`src/common/token_pkg.sv`:
```
`default_nettype none

////////////////////////////////////////////////////////////////////////
// Serial trigger token and transceiver word layout
////////////////////////////////////////////////////////////////////////

package token_pkg;

	// Token width on the serial line
	localparam int unsigned TOKEN_W = 10;

	// Received trigger token
	typedef logic [TOKEN_W-1:0] token_t;

	// Comma sent between tokens as K-character
	localparam logic [15:0] COMMA_K = 16'h00BC;

	// Top bits of a status word
	localparam logic [4:0] STATUS_MARKER = 5'b10000;

	// Status word sent once per received token
	typedef struct packed {
		// Fixed marker, STATUS_MARKER
		logic [4:0] marker;
		// Parity error of this token
		logic err;
		// Token itself
		token_t token;
	} tok_status_t;

	////////////////////////////////////////////////////////////////////////
	// Transceiver word
	////////////////////////////////////////////////////////////////////////

	// Same 16 bits, read by the K-character flag
	// Flag low means status view
	// Flag high means comma code
	typedef union packed {
		tok_status_t status;
		logic [15:0] comma;
	} gtp_word_u;

endpackage : token_pkg

`default_nettype wire

```
`src/common/board_pkg.sv`:
```
`default_nettype none

////////////////////////////////////////////////////////////////////////
// Board control constants
////////////////////////////////////////////////////////////////////////

package board_pkg;

	// Front panel LED count
	localparam int unsigned LED_COUNT = 4;

	// LED order, top to bottom on the panel
	// Yellow, memory or token error
	localparam int unsigned LED_ERR = 0;
	// Green, VME or CPLD access
	localparam int unsigned LED_ACCESS = 1;
	// Green, master trigger received
	localparam int unsigned LED_TRIG = 2;
	// Green, lit while no inhibit
	localparam int unsigned LED_LIVE = 3;

	// Wide counter for long CLK125 intervals
	typedef logic [31:0] holdoff_cnt_t;

	// Power-on hold-off, 8 ms at 125 MHz
	localparam holdoff_cnt_t HOLDOFF_DEFAULT = 32'd1_000_000;

	// LED on-time, 100 ms at 125 MHz
	localparam holdoff_cnt_t STRETCH_DEFAULT = 32'd12_500_000;

endpackage : board_pkg

`default_nettype wire
```
`src/source/board_ctrl_top.sv`:
```
`timescale 1ns/10ps
`default_nettype none

////////////////////////////////////////////////////////////////////////
// Board control top
////////////////////////////////////////////////////////////////////////

module board_ctrl_top #(
	// Hold-off after power-on, CLK125 cycles
	parameter board_pkg::holdoff_cnt_t HOLDOFF_CYCLES = board_pkg::HOLDOFF_DEFAULT,
	// LED on-time, CLK125 cycles
	parameter board_pkg::holdoff_cnt_t STRETCH_CYCLES = board_pkg::STRETCH_DEFAULT
) (
	input wire CLK125,
	input wire rst_n_i,

	// Serial trigger line
	input wire ser_trig_i,
	// Host reset request, active low
	input wire ext_reset_n_i,

	// Status levels
	input wire mem_err_i,
	input wire vme_access_i,
	input wire cpld_access_i,
	input wire inhibit_i,

	// System reset, active high
	output logic sys_rst_o,

	// Token result
	output token_pkg::token_t token_o,
	output logic tok_rdy_o,
	output logic tok_err_o,

	// Word to transceivers
	output token_pkg::gtp_word_u gtp_word_o,
	output logic gtp_kchar_o,

	// Front panel
	output logic [board_pkg::LED_COUNT-1:0] led_o
);

	////////////////////////////////////////////////////////////////////////
	// Reset
	////////////////////////////////////////////////////////////////////////

	// Hold-off then follow host request
	reset_holdoff #(
		.HOLDOFF_CYCLES (HOLDOFF_CYCLES)
	) u_reset_holdoff (
		.CLK125        (CLK125),
		.rst_n_i       (rst_n_i),
		.ext_reset_n_i (ext_reset_n_i),
		.sys_rst_o     (sys_rst_o)
	);

	////////////////////////////////////////////////////////////////////////
	// Trigger token
	////////////////////////////////////////////////////////////////////////

	// Receiver idles during system reset
	token_rx u_token_rx (
		.CLK125      (CLK125),
		.rst_n_i     (rst_n_i),
		.sys_rst_i   (sys_rst_o),
		.ser_trig_i  (ser_trig_i),
		.token_o     (token_o),
		.tok_rdy_o   (tok_rdy_o),
		.tok_err_o   (tok_err_o),
		.gtp_word_o  (gtp_word_o),
		.gtp_kchar_o (gtp_kchar_o)
	);

	////////////////////////////////////////////////////////////////////////
	// LEDs
	////////////////////////////////////////////////////////////////////////

	led_status #(
		.STRETCH_CYCLES (STRETCH_CYCLES)
	) u_led_status (
		.CLK125        (CLK125),
		.rst_n_i       (rst_n_i),
		.sys_rst_i     (sys_rst_o),
		.tok_rdy_i     (tok_rdy_o),
		.tok_err_i     (tok_err_o),
		.mem_err_i     (mem_err_i),
		.vme_access_i  (vme_access_i),
		.cpld_access_i (cpld_access_i),
		.inhibit_i     (inhibit_i),
		.led_o         (led_o)
	);

endmodule : board_ctrl_top

`default_nettype wire

```
`src/trigger/token_rx.sv`:
```
`timescale 1ns/10ps
`default_nettype none

////////////////////////////////////////////////////////////////////////
// Serial trigger token receiver
////////////////////////////////////////////////////////////////////////

// Frame, one bit per CLK125 edge
// Idle low, start bit high
// Ten token bits MSB first, then odd parity

module token_rx (
	input wire CLK125,
	input wire rst_n_i,
	// System reset, holds receiver idle
	input wire sys_rst_i,
	// Serial line
	input wire ser_trig_i,

	// Token result
	output token_pkg::token_t token_o,
	output logic tok_rdy_o,
	output logic tok_err_o,

	// Word to transceivers
	output token_pkg::gtp_word_u gtp_word_o,
	output logic gtp_kchar_o
);

	import token_pkg::*;

	typedef enum logic [1:0] {
		ST_IDLE,
		ST_DATA,
		ST_PARITY
	} rx_state_t;

	rx_state_t state;
	// Data bits taken so far
	logic [3:0] bit_cnt;
	// Token shift register
	token_t shift_q;

	////////////////////////////////////////////////////////////////////////
	// Control FSM
	////////////////////////////////////////////////////////////////////////

	always_ff @(posedge CLK125) begin
		if (!rst_n_i || sys_rst_i) begin
			state <= ST_IDLE;
			bit_cnt <= '0;
			tok_rdy_o <= 1'b0;
		end else begin
			// Strobe by default
			tok_rdy_o <= 1'b0;
			case (state)
				ST_IDLE: begin
					// Start bit
					if (ser_trig_i) begin
						state <= ST_DATA;
						bit_cnt <= '0;
					end
				end
				ST_DATA: begin
					bit_cnt <= bit_cnt + 1'b1;
					// Last token bit
					if (bit_cnt == 4'(TOKEN_W - 1))
						state <= ST_PARITY;
				end
				ST_PARITY: begin
					// Result out, ready for next start bit
					tok_rdy_o <= 1'b1;
					state <= ST_IDLE;
				end
				default: state <= ST_IDLE;
			endcase
		end
	end

	// Flag goes with the token
	always_ff @(posedge CLK125) begin
		if (!rst_n_i)
			tok_err_o <= 1'b0;
		else if (state == ST_PARITY && !sys_rst_i)
			// Even count of ones is an error
			tok_err_o <= ~(^{shift_q, ser_trig_i});
	end

	////////////////////////////////////////////////////////////////////////
	// Data path
	////////////////////////////////////////////////////////////////////////

	always_ff @(posedge CLK125) begin
		// MSB arrives first
		if (state == ST_DATA)
			shift_q <= {shift_q[TOKEN_W-2:0], ser_trig_i};
		// Hold token until the next frame
		if (state == ST_PARITY)
			token_o <= shift_q;
	end

	// Status word for one cycle, comma otherwise
	always_comb begin
		gtp_word_o = '0;
		if (tok_rdy_o) begin
			gtp_word_o.status.marker = STATUS_MARKER;
			gtp_word_o.status.err = tok_err_o;
			gtp_word_o.status.token = token_o;
		end else begin
			gtp_word_o.comma = COMMA_K;
		end
	end

	// K-char only for comma
	assign gtp_kchar_o = ~tok_rdy_o;

	////////////////////////////////////////////////////////////////////////
	// Checks
	////////////////////////////////////////////////////////////////////////

	// Single cycle ready strobe
	a_rdy_pulse : assert property (
		@(posedge CLK125) disable iff (!rst_n_i)
		tok_rdy_o |=> !tok_rdy_o
	);

	// Word view agrees with the K-character flag
	a_kchar : assert property (
		@(posedge CLK125) disable iff (!rst_n_i)
		gtp_kchar_o ? (gtp_word_o.comma == COMMA_K)
			: (gtp_word_o.status.marker == STATUS_MARKER)
	);

endmodule : token_rx

`default_nettype wire

```
`src/source/reset_holdoff.sv`:
```
`timescale 1ns/10ps
`default_nettype none

////////////////////////////////////////////////////////////////////////
// Power-on reset hold-off
////////////////////////////////////////////////////////////////////////

module reset_holdoff #(
	// Edges after release before the request is followed
	parameter board_pkg::holdoff_cnt_t HOLDOFF_CYCLES = board_pkg::HOLDOFF_DEFAULT
) (
	input wire CLK125,
	input wire rst_n_i,
	// Host reset request, active low
	input wire ext_reset_n_i,
	// System reset, active high
	output logic sys_rst_o
);

	import board_pkg::*;

	// Hold-off counter, stops at HOLDOFF_CYCLES
	holdoff_cnt_t holdoff_cnt;
	// Hold-off over
	logic holdoff_done;

	assign holdoff_done = (holdoff_cnt == HOLDOFF_CYCLES);

	always_ff @(posedge CLK125) begin
		if (!rst_n_i) begin
			holdoff_cnt <= '0;
			sys_rst_o <= 1'b1;
		end else begin
			// Count up and saturate
			if (!holdoff_done)
				holdoff_cnt <= holdoff_cnt + 1'b1;
			// Keep reset during hold-off
			// then register the inverted request
			if (holdoff_done)
				sys_rst_o <= ~ext_reset_n_i;
			else
				sys_rst_o <= 1'b1;
		end
	end

	////////////////////////////////////////////////////////////////////////
	// Checks
	////////////////////////////////////////////////////////////////////////

	// No release of system reset before the hold-off runs out
	a_holdoff_rst : assert property (
		@(posedge CLK125) disable iff (!rst_n_i)
		(holdoff_cnt < HOLDOFF_CYCLES) |-> sys_rst_o
	);

endmodule : reset_holdoff

`default_nettype wire

```
`src/led/led_status.sv`:
```
`timescale 1ns/10ps
`default_nettype none

////////////////////////////////////////////////////////////////////////
// Front panel LED sources
////////////////////////////////////////////////////////////////////////

module led_status #(
	// LED on-time, CLK125 cycles
	parameter board_pkg::holdoff_cnt_t STRETCH_CYCLES = board_pkg::STRETCH_DEFAULT
) (
	input wire CLK125,
	input wire rst_n_i,
	// Error sources
	input wire sys_rst_i,
	input wire tok_rdy_i,
	input wire tok_err_i,
	input wire mem_err_i,
	// Access sources
	input wire vme_access_i,
	input wire cpld_access_i,
	// Inhibit level
	input wire inhibit_i,
	output wire [board_pkg::LED_COUNT-1:0] led_o
);

	import board_pkg::*;

	// Registered LED sources
	logic [LED_COUNT-1:0] led_src;

	always_ff @(posedge CLK125) begin
		if (!rst_n_i) begin
			led_src <= '0;
		end else begin
			// Memory error, system reset or bad token
			led_src[LED_ERR] <= mem_err_i | sys_rst_i | (tok_err_i & tok_rdy_i);
			// VME access to this card or to CPLD
			led_src[LED_ACCESS] <= vme_access_i | cpld_access_i;
			// Master trigger received
			led_src[LED_TRIG] <= tok_rdy_i;
			// No inhibit
			led_src[LED_LIVE] <= ~inhibit_i;
		end
	end

	// One stretcher per LED
	for (genvar i = 0; i < LED_COUNT; i++) begin : g_led
		led_stretch #(
			.STRETCH_CYCLES (STRETCH_CYCLES)
		) u_led_stretch (
			.CLK125  (CLK125),
			.rst_n_i (rst_n_i),
			.trig_i  (led_src[i]),
			.led_o   (led_o[i])
		);
	end

endmodule : led_status

`default_nettype wire

```
`src/led/led_stretch.sv`:
```
`timescale 1ns/10ps
`default_nettype none

////////////////////////////////////////////////////////////////////////
// LED on-time stretcher
////////////////////////////////////////////////////////////////////////

// Retriggerable, lit for STRETCH_CYCLES after last trigger

module led_stretch #(
	// On-time, CLK125 cycles
	parameter board_pkg::holdoff_cnt_t STRETCH_CYCLES = board_pkg::STRETCH_DEFAULT
) (
	input wire CLK125,
	input wire rst_n_i,
	// Registered LED source
	input wire trig_i,
	output logic led_o
);

	import board_pkg::*;

	// Remaining on-time
	holdoff_cnt_t on_cnt;

	always_ff @(posedge CLK125) begin
		if (!rst_n_i) begin
			on_cnt <= '0;
			led_o <= 1'b0;
		end else if (trig_i) begin
			// Reload on every trigger
			on_cnt <= STRETCH_CYCLES;
			led_o <= 1'b1;
		end else if (on_cnt != '0) begin
			on_cnt <= on_cnt - 1'b1;
			// Dark once the count hits zero
			led_o <= (on_cnt != holdoff_cnt_t'(1));
		end
	end

	////////////////////////////////////////////////////////////////////////
	// Checks
	////////////////////////////////////////////////////////////////////////

	// LED matches a running timer
	a_dark_at_zero : assert property (
		@(posedge CLK125) disable iff (!rst_n_i)
		(on_cnt == '0) |-> !led_o
	);

endmodule : led_stretch

`default_nettype wire

```
`config.mk`:
```
export PLATFORM = sky130hd
export DESIGN_NAME = board_ctrl_top
export DESIGN_NICKNAME = d
export VERILOG_FILES = /design/src/common/token_pkg.sv /design/src/common/board_pkg.sv /design/src/source/board_ctrl_top.sv /design/src/trigger/token_rx.sv /design/src/source/reset_holdoff.sv /design/src/led/led_status.sv /design/src/led/led_stretch.sv
export SDC_FILE = /design/constraint.sdc
export NUM_CORES = 1
export LEC_CHECK = 0
export BUFFER_PORTS_ARGS = -buffer_cell sky130_fd_sc_hd__clkbuf_2
export CORE_MARGIN = 2
export CORE_UTILIZATION = 55
export DETAILED_ROUTE_END_ITERATION = 8
export GPL_TIMING_DRIVEN = 0
export PLACE_DENSITY = 0.77
export SLEW_MARGIN = 20
export SYNTH_ARGS = -nofsm -noshare
export SYNTH_HDL_FRONTEND = slang
export SYNTH_HIERARCHICAL = 1
export SYNTH_SLANG_ARGS = --single-unit
```
`constraint.sdc`:
```
create_clock -name CLK125 -period 6.5 [get_ports CLK125]
set_clock_uncertainty 0.2 [all_clocks]
set_input_delay 0.65 -clock CLK125 [delete_from_list [all_inputs] [get_ports CLK125]]
set_output_delay 0.65 -clock CLK125 [all_outputs]
set_load 0.02 [all_outputs]
```
Word-level counts from Yosys, hierarchy flattened:

Index checks and enable logic that the tools add are counted.

* RAM bits: 0
* memories kept: 0
* latch bits: 0
* output and inout bits: 34
* bits in registers: 197
* logic and storage cells: 91
* input port bits: 8
* memory bits (read-only): 0

* eq/ne operators: 10
* mux-type cells: 23
* add/sub/neg operators: 6
* reductions and logical operators: 22
* div/mod/pow operators: 0
* magnitude comparators: 0
* bitwise gates (word level): 9
* $mul: 0
* shift operators: 0

Operator list (number)
* $mux 24: 8
* $ne 32x1->1 const B: 4
* $reduce_bool 32->1: 4
* $sub 32x1->32 const B: 4
* $add 32x1->32 const B: 1
* $eq 32x20->1 const B: 1
* $mux 16: 1
* $reduce_xor 11->1: 1
* $reduce_bool 2->1: 5
* $mux 1: 9
* $pmux 4 s2: 1
* $reduce_or 2->1: 4
* $reduce_and 2->1: 3
* $not 1->1: 5
* $add 4x1->4 const B: 1
* $eq 4x4->1 const B: 1
* $mux 2: 2
* $mux 4: 1
* $pmux 2 s2: 1
* $or 1x1->1: 3
* $eq 2x1->1 const B: 1
* $eq 2x2->1 const B: 1
* $logic_not 1->1: 2
* $logic_not 2->1: 1
* other kinds (5): 5

Longest topological paths before layout:

* depth in word-level cells: 3
* gate-level depth with buffers: 8
* gate-level depth less buffers: 7

Hierarchy:

Netlist, hierarchy kept.

Modules (own cells, without submodules)
* led_stretch: area each 1819.2 um^2, seq. area each 660.6 um^2, cells an instance 211, times used 4
* reset_holdoff: area each 1685.4 um^2, seq. area each 660.6 um^2, cells an instance 199, times used 1
* token_rx: area each 1161.1 um^2, seq. area each 760.7 um^2, cells an instance 89, times used 1
* led_status: area each 118.9 um^2, seq. area each 80.1 um^2, cells an instance 9, times used 1

Worst setup path after synthesis:

OpenSTA, ideal clock, no wires.

* path kind: reg2reg
* start point: register u_led_status.g_led[0].u_led_stretch.on_cnt[16]
* end point: register u_led_status.g_led[0].u_led_stretch.on_cnt[27]
* setup time: 70 ps
* clock period less this slack: 2712 ps
* buffers on the path: 1
* path slack: 3788 ps
* data arrival time: 2441 ps
* cell stages (with the launch flop): 7
* data required time: 6230 ps
* cell sequence: dfxtp_1 or4_4 or4_4 buf_6 or4_4 or4_1 a21oi_1

* word-level cells in the longest chain between the ends: 1

Ends and longest elaborated chain
* start: declaration: RTL line led_stretch.sv:24 `holdoff_cnt_t on_cnt;`
* start signal: assignment: RTL line led_stretch.sv:35 `on_cnt <= on_cnt - 1'b1;`
* $sub 32x1->32 or $reduce_bool 32->1 (tied branches): RTL line led_stretch.sv:35, led_stretch.sv:34

Parallel ways exist; a longest one is shown, timed or not.
A chain may end at the register's enable or synchronous reset.

Worst setup path after layout:

* start point: register u_led_status.g_led[0].u_led_stretch.on_cnt[16]
* end point: register u_led_status.g_led[0].u_led_stretch.on_cnt[8]

* word-level cells in the longest chain between the ends: 1

Ends and longest elaborated chain
* $reduce_bool 32->1: RTL line led_stretch.sv:34 `end else if (on_cnt != '0) begin`

Every way passes these cells.

==> results.rst <==
.. list-table::
   :header-rows: 1

   * - Metric
     - Value
   * - Finish-stage setup viols
     - 0
   * - Clock Sink Count
     - 197
   * - Core Box Area
     - 0.0181 mm^2
   * - Max clock buf depth
     - 2
   * - Arrival time reported for the critical path endpoint
     - 3.15 ns
   * - Global-route met2 utilization
     - 0.400
   * - Routed WL
     - 23.7 mm
   * - Final HPWL from detailed placement
     - 16.1 mm
   * - Status
     - finished, final reports clean
   * - Relative slew slack
     - 0.397
   * - Yosys top cell area share
     - 0.346
   * - Number of fillers in the final layout
     - 1,511
   * - Die area
     - 0.0197 mm^2
   * - Width of the die
     - 140 um
   * - Top cells by area in the synthesized netlist
     - dfxtp_1 (35%), edfxtp_1 (5.9%), o31a_1 (5.8%), or4_1 (5.3%), nor4_1 (4.0%)
   * - Required time at the worst-slack endpoint
     - 6.60 ns
   * - Highest-utilization routing layer at the global route stage
     - met2
   * - Top achievable clock speed
     - 328 MHz
   * - CP cell instances
     - or4_4, or4_4, buf_6, nor4_2, clkbuf_1, or4_1, a21oi_1
   * - Biggest cell delay along the critical path
     - 0.58 ns
   * - Total power divided by cell area
     - 339 mW/mm^2
   * - Initial drt markers
     - 640
   * - Crit. path cell count
     - 7
   * - Height of the chip
     - 140 um
   * - Most frequent cells after synthesis
     - dfxtp_1 (177), a21oi_1 (75), or4_1 (72)
   * - Antenna Violating Nets Remaining
     - 0
   * - Logic depth of the worst register-to-register path
     - 7
   * - Sequential cell area fraction in the yosys report
     - 0.405
   * - Final critical path time including I/O delays and setup
     - 3.05 ns
   * - CTS H-tree lvls
     - 4
   * - Leakage Power
     - 4.06 nW
   * - Largest delay contributor family on the critical path
     - simple AND/OR/NAND/NOR gates
   * - Routed length per placed instance
     - 16.4 um
   * - Met1 track utilization from global routing
     - 0.324
   * - Overflow after GRT
     - 0
   * - Post-CTS setup buffers
     - 0
   * - Global-route track usage on met3
     - 0.0427
   * - Number of flip-flops and latches in the synthesized netlist
     - 197
   * - Source-to-sink clock delay at the later pin of the worst-skew pair
     - 0.45 ns
   * - Average via count per standard cell
     - 6.42
   * - Routability congestion estimate from global placement
     - 0.875
   * - Setup repair after global routing missed its margin
     - no
   * - Kind of capture point of the worst setup path
     - flip-flop
   * - Slowest-stage cell, CP
     - or4_4
   * - Top Ports
     - 42
   * - Critical path launch point type
     - flip-flop
   * - Synth Instances
     - 1,141
   * - Via count of the first global-routing pass
     - 8,306
   * - Initial cell density of the core
     - 0.564
   * - Slew at the pin closest to its max-slew limit
     - 0.904 ns
   * - Pin count of the biggest net entering global routing
     - 40
   * - Hold buffers post-CTS
     - 0
   * - Peak supply drop
     - 0.221 mV
   * - Total global-route track usage
     - 0.241
   * - Post-Layout Cell Count
     - 1,442
   * - Post-layout total power
     - 3.84 mW
   * - Async SR Flop Fraction
     - 0
   * - Final total negative setup slack
     - 0 ns
   * - Clock tree from TritonCTS
     - yes
   * - Total buffers and inverters traversed by the critical path
     - 2
   * - Syn-to-layout area delta
     - 10.4%
   * - Library cell with the highest instance count after synthesis
     - dfxtp_1
   * - Post-Place Cells
     - 1,410
   * - Layout cells sized above 1
     - 0.114
   * - Drt drc
     - 0
   * - First-pass detailed-route iteration total
     - 5
   * - Most used DFF post-synth
     - dfxtp_1
   * - Post-CTS sizing
     - 0
   * - Summed instance area of the synthesized netlist
     - 0.0102 mm^2
   * - Clk pin slew, worst setup/hold paths
     - 0.07 ns
   * - Final period util
     - 0.469
   * - Maximum Capacitance Violations
     - 0
   * - Final count of hold timing violations
     - 0
   * - Nets@finish
     - 1,224
   * - Overall via count from detail_route
     - 9,257
   * - Number of clock buffers inserted by TritonCTS
     - 17
   * - Max Transition Viols Final
     - 0
   * - Average footprint of a synthesized cell
     - 8.98 um^2
   * - Kind of critical path
     - reg -> reg
   * - Library cell with the largest summed area after synthesis
     - dfxtp_1
   * - Number of cell rows
     - 49
   * - Global-route wire length before repair
     - 39.8 mm
   * - Synth warnings
     - 6
   * - Min-Delay Path Depth
     - 2
   * - Number of port buffers
     - 37
   * - Diode count
     - 0
   * - Number of enable flip-flop cells after synthesis
     - 20
   * - Number of antenna violations at the first check in global routing
     - 0
   * - HP Class
     - in -> reg
   * - Number of distinct library cell variants in the gate-level netlist after synthesis
     - 56
   * - Clock tree root driver cell
     - clkbuf_16
   * - Most used cell along the critical path
     - or4_4
   * - CP Max Fanout
     - 10
==> routing by layer <==
metal	vias up	wire (um)	share of wire
met5	-	0	0
met4	0	297	0.013
met3	30	1080	0.046
met2	214	11400	0.48
met1	4411	10900	0.46
li1	4602	-	-
==> flip-flops by register name (all words and copies together) (netlist names) <==
signal / count
u_token_rx/bit_cnt: 4
u_token_rx/token_o: 10
u_reset_holdoff/holdoff_cnt: 32
u_token_rx/shift_q: 10
u_led_status/led_src: 4
u_token_rx/state: 2
u_led_status/g_led.u_led_stretch/led_o: 4
u_reset_holdoff/sys_rst_o: 1
u_token_rx/tok_rdy_o: 1
u_token_rx/tok_err_o: 1
u_led_status/g_led.u_led_stretch/on_cnt: 128
==> placed cells by master, fill, tap and decap left out, types with 17 or more instances in the layout <==
master and instances:
dfxtp_1 177, nor4_1 66, o31a_1 68, nor3_1 43
nand3_1 46, or4_1 72, nand4_1 26, nor2_1 64
a21oi_1 75, nand2_1 54, o31ai_1 48, edfxtp_1 20
or3_1 47, nand2b_1 27, inv_1 31, clkbuf_2 37
clkbuf_16 17, clkbuf_1 30
==> report_power, final <==
group	leakage [nW]	switching, mW	internal (mW)
sequential	1.63	0.140	1.35
combinational	2.15	0.799	0.496
clock	0.280	0.503	0.545
==> kinds of logic (layout without fill, tap and decap cells) <==
group | after synthesis | count (layout) | synth area share
DFF | 197 | 197 | 0.405
AOI/OAI and AO/OA | 264 | 264 | 0.186
and+or+nand+nor | 542 | 542 | 0.320
adders and majority gates | 16 | 16 | 0.0195
xor gates and xnor gates | 20 | 20 | 0.0184
buffers and inverters | 89 | 158 | 0.0391
muxes | 12 | 12 | 0.0118
other | 1 | 4 | 0.000366
==> worst paths after layout <==
check                                                                    start                                             to  slack [ns]
worst max register to register  u_led_status/g_led[0].u_led_stretch/on_cnt[16]  u_led_status/g_led[0].u_led_stretch/on_cnt[8]        3.45
worst min-delay path                                                 inhibit_i                        u_led_status/led_src[3]        0.15
worst max-delay path            u_led_status/g_led[0].u_led_stretch/on_cnt[16]  u_led_status/g_led[0].u_led_stretch/on_cnt[8]        3.45
worst min register to register                 u_reset_holdoff/holdoff_cnt[31]                u_reset_holdoff/holdoff_cnt[31]        0.29
==> metrics by stage <==
step / hold slack, ns / instance area [um^2] / util / worst slack (ns)
global placement: 0.263 / 10700 / 0.591 / 3.55
finish: 0.155 / 11300 / 0.623 / 3.45
floorplan: 0.246 / 10300 / - / 3.79
detailed placement: 0.268 / 10700 / 0.591 / 3.48
CTS: 0.143 / 11300 / 0.623 / 3.44
global route: 0.160 / 11300 / 0.623 / 3.29
==> cell type report <==
class	instances	area (um^2)	share of cell area
well taps	229	287	0.0253
multi-input cells	858	5710	0.505
clock buffers	17	425	0.0376
clock inverters	15	161	0.0143
flip-flops and latches	197	4140	0.366
inverters	31	116	0.0103
plain buffers	58	284	0.0251
repair buffers	37	185	0.0164
Note: power is estimated with default switching activity, not from simulation.
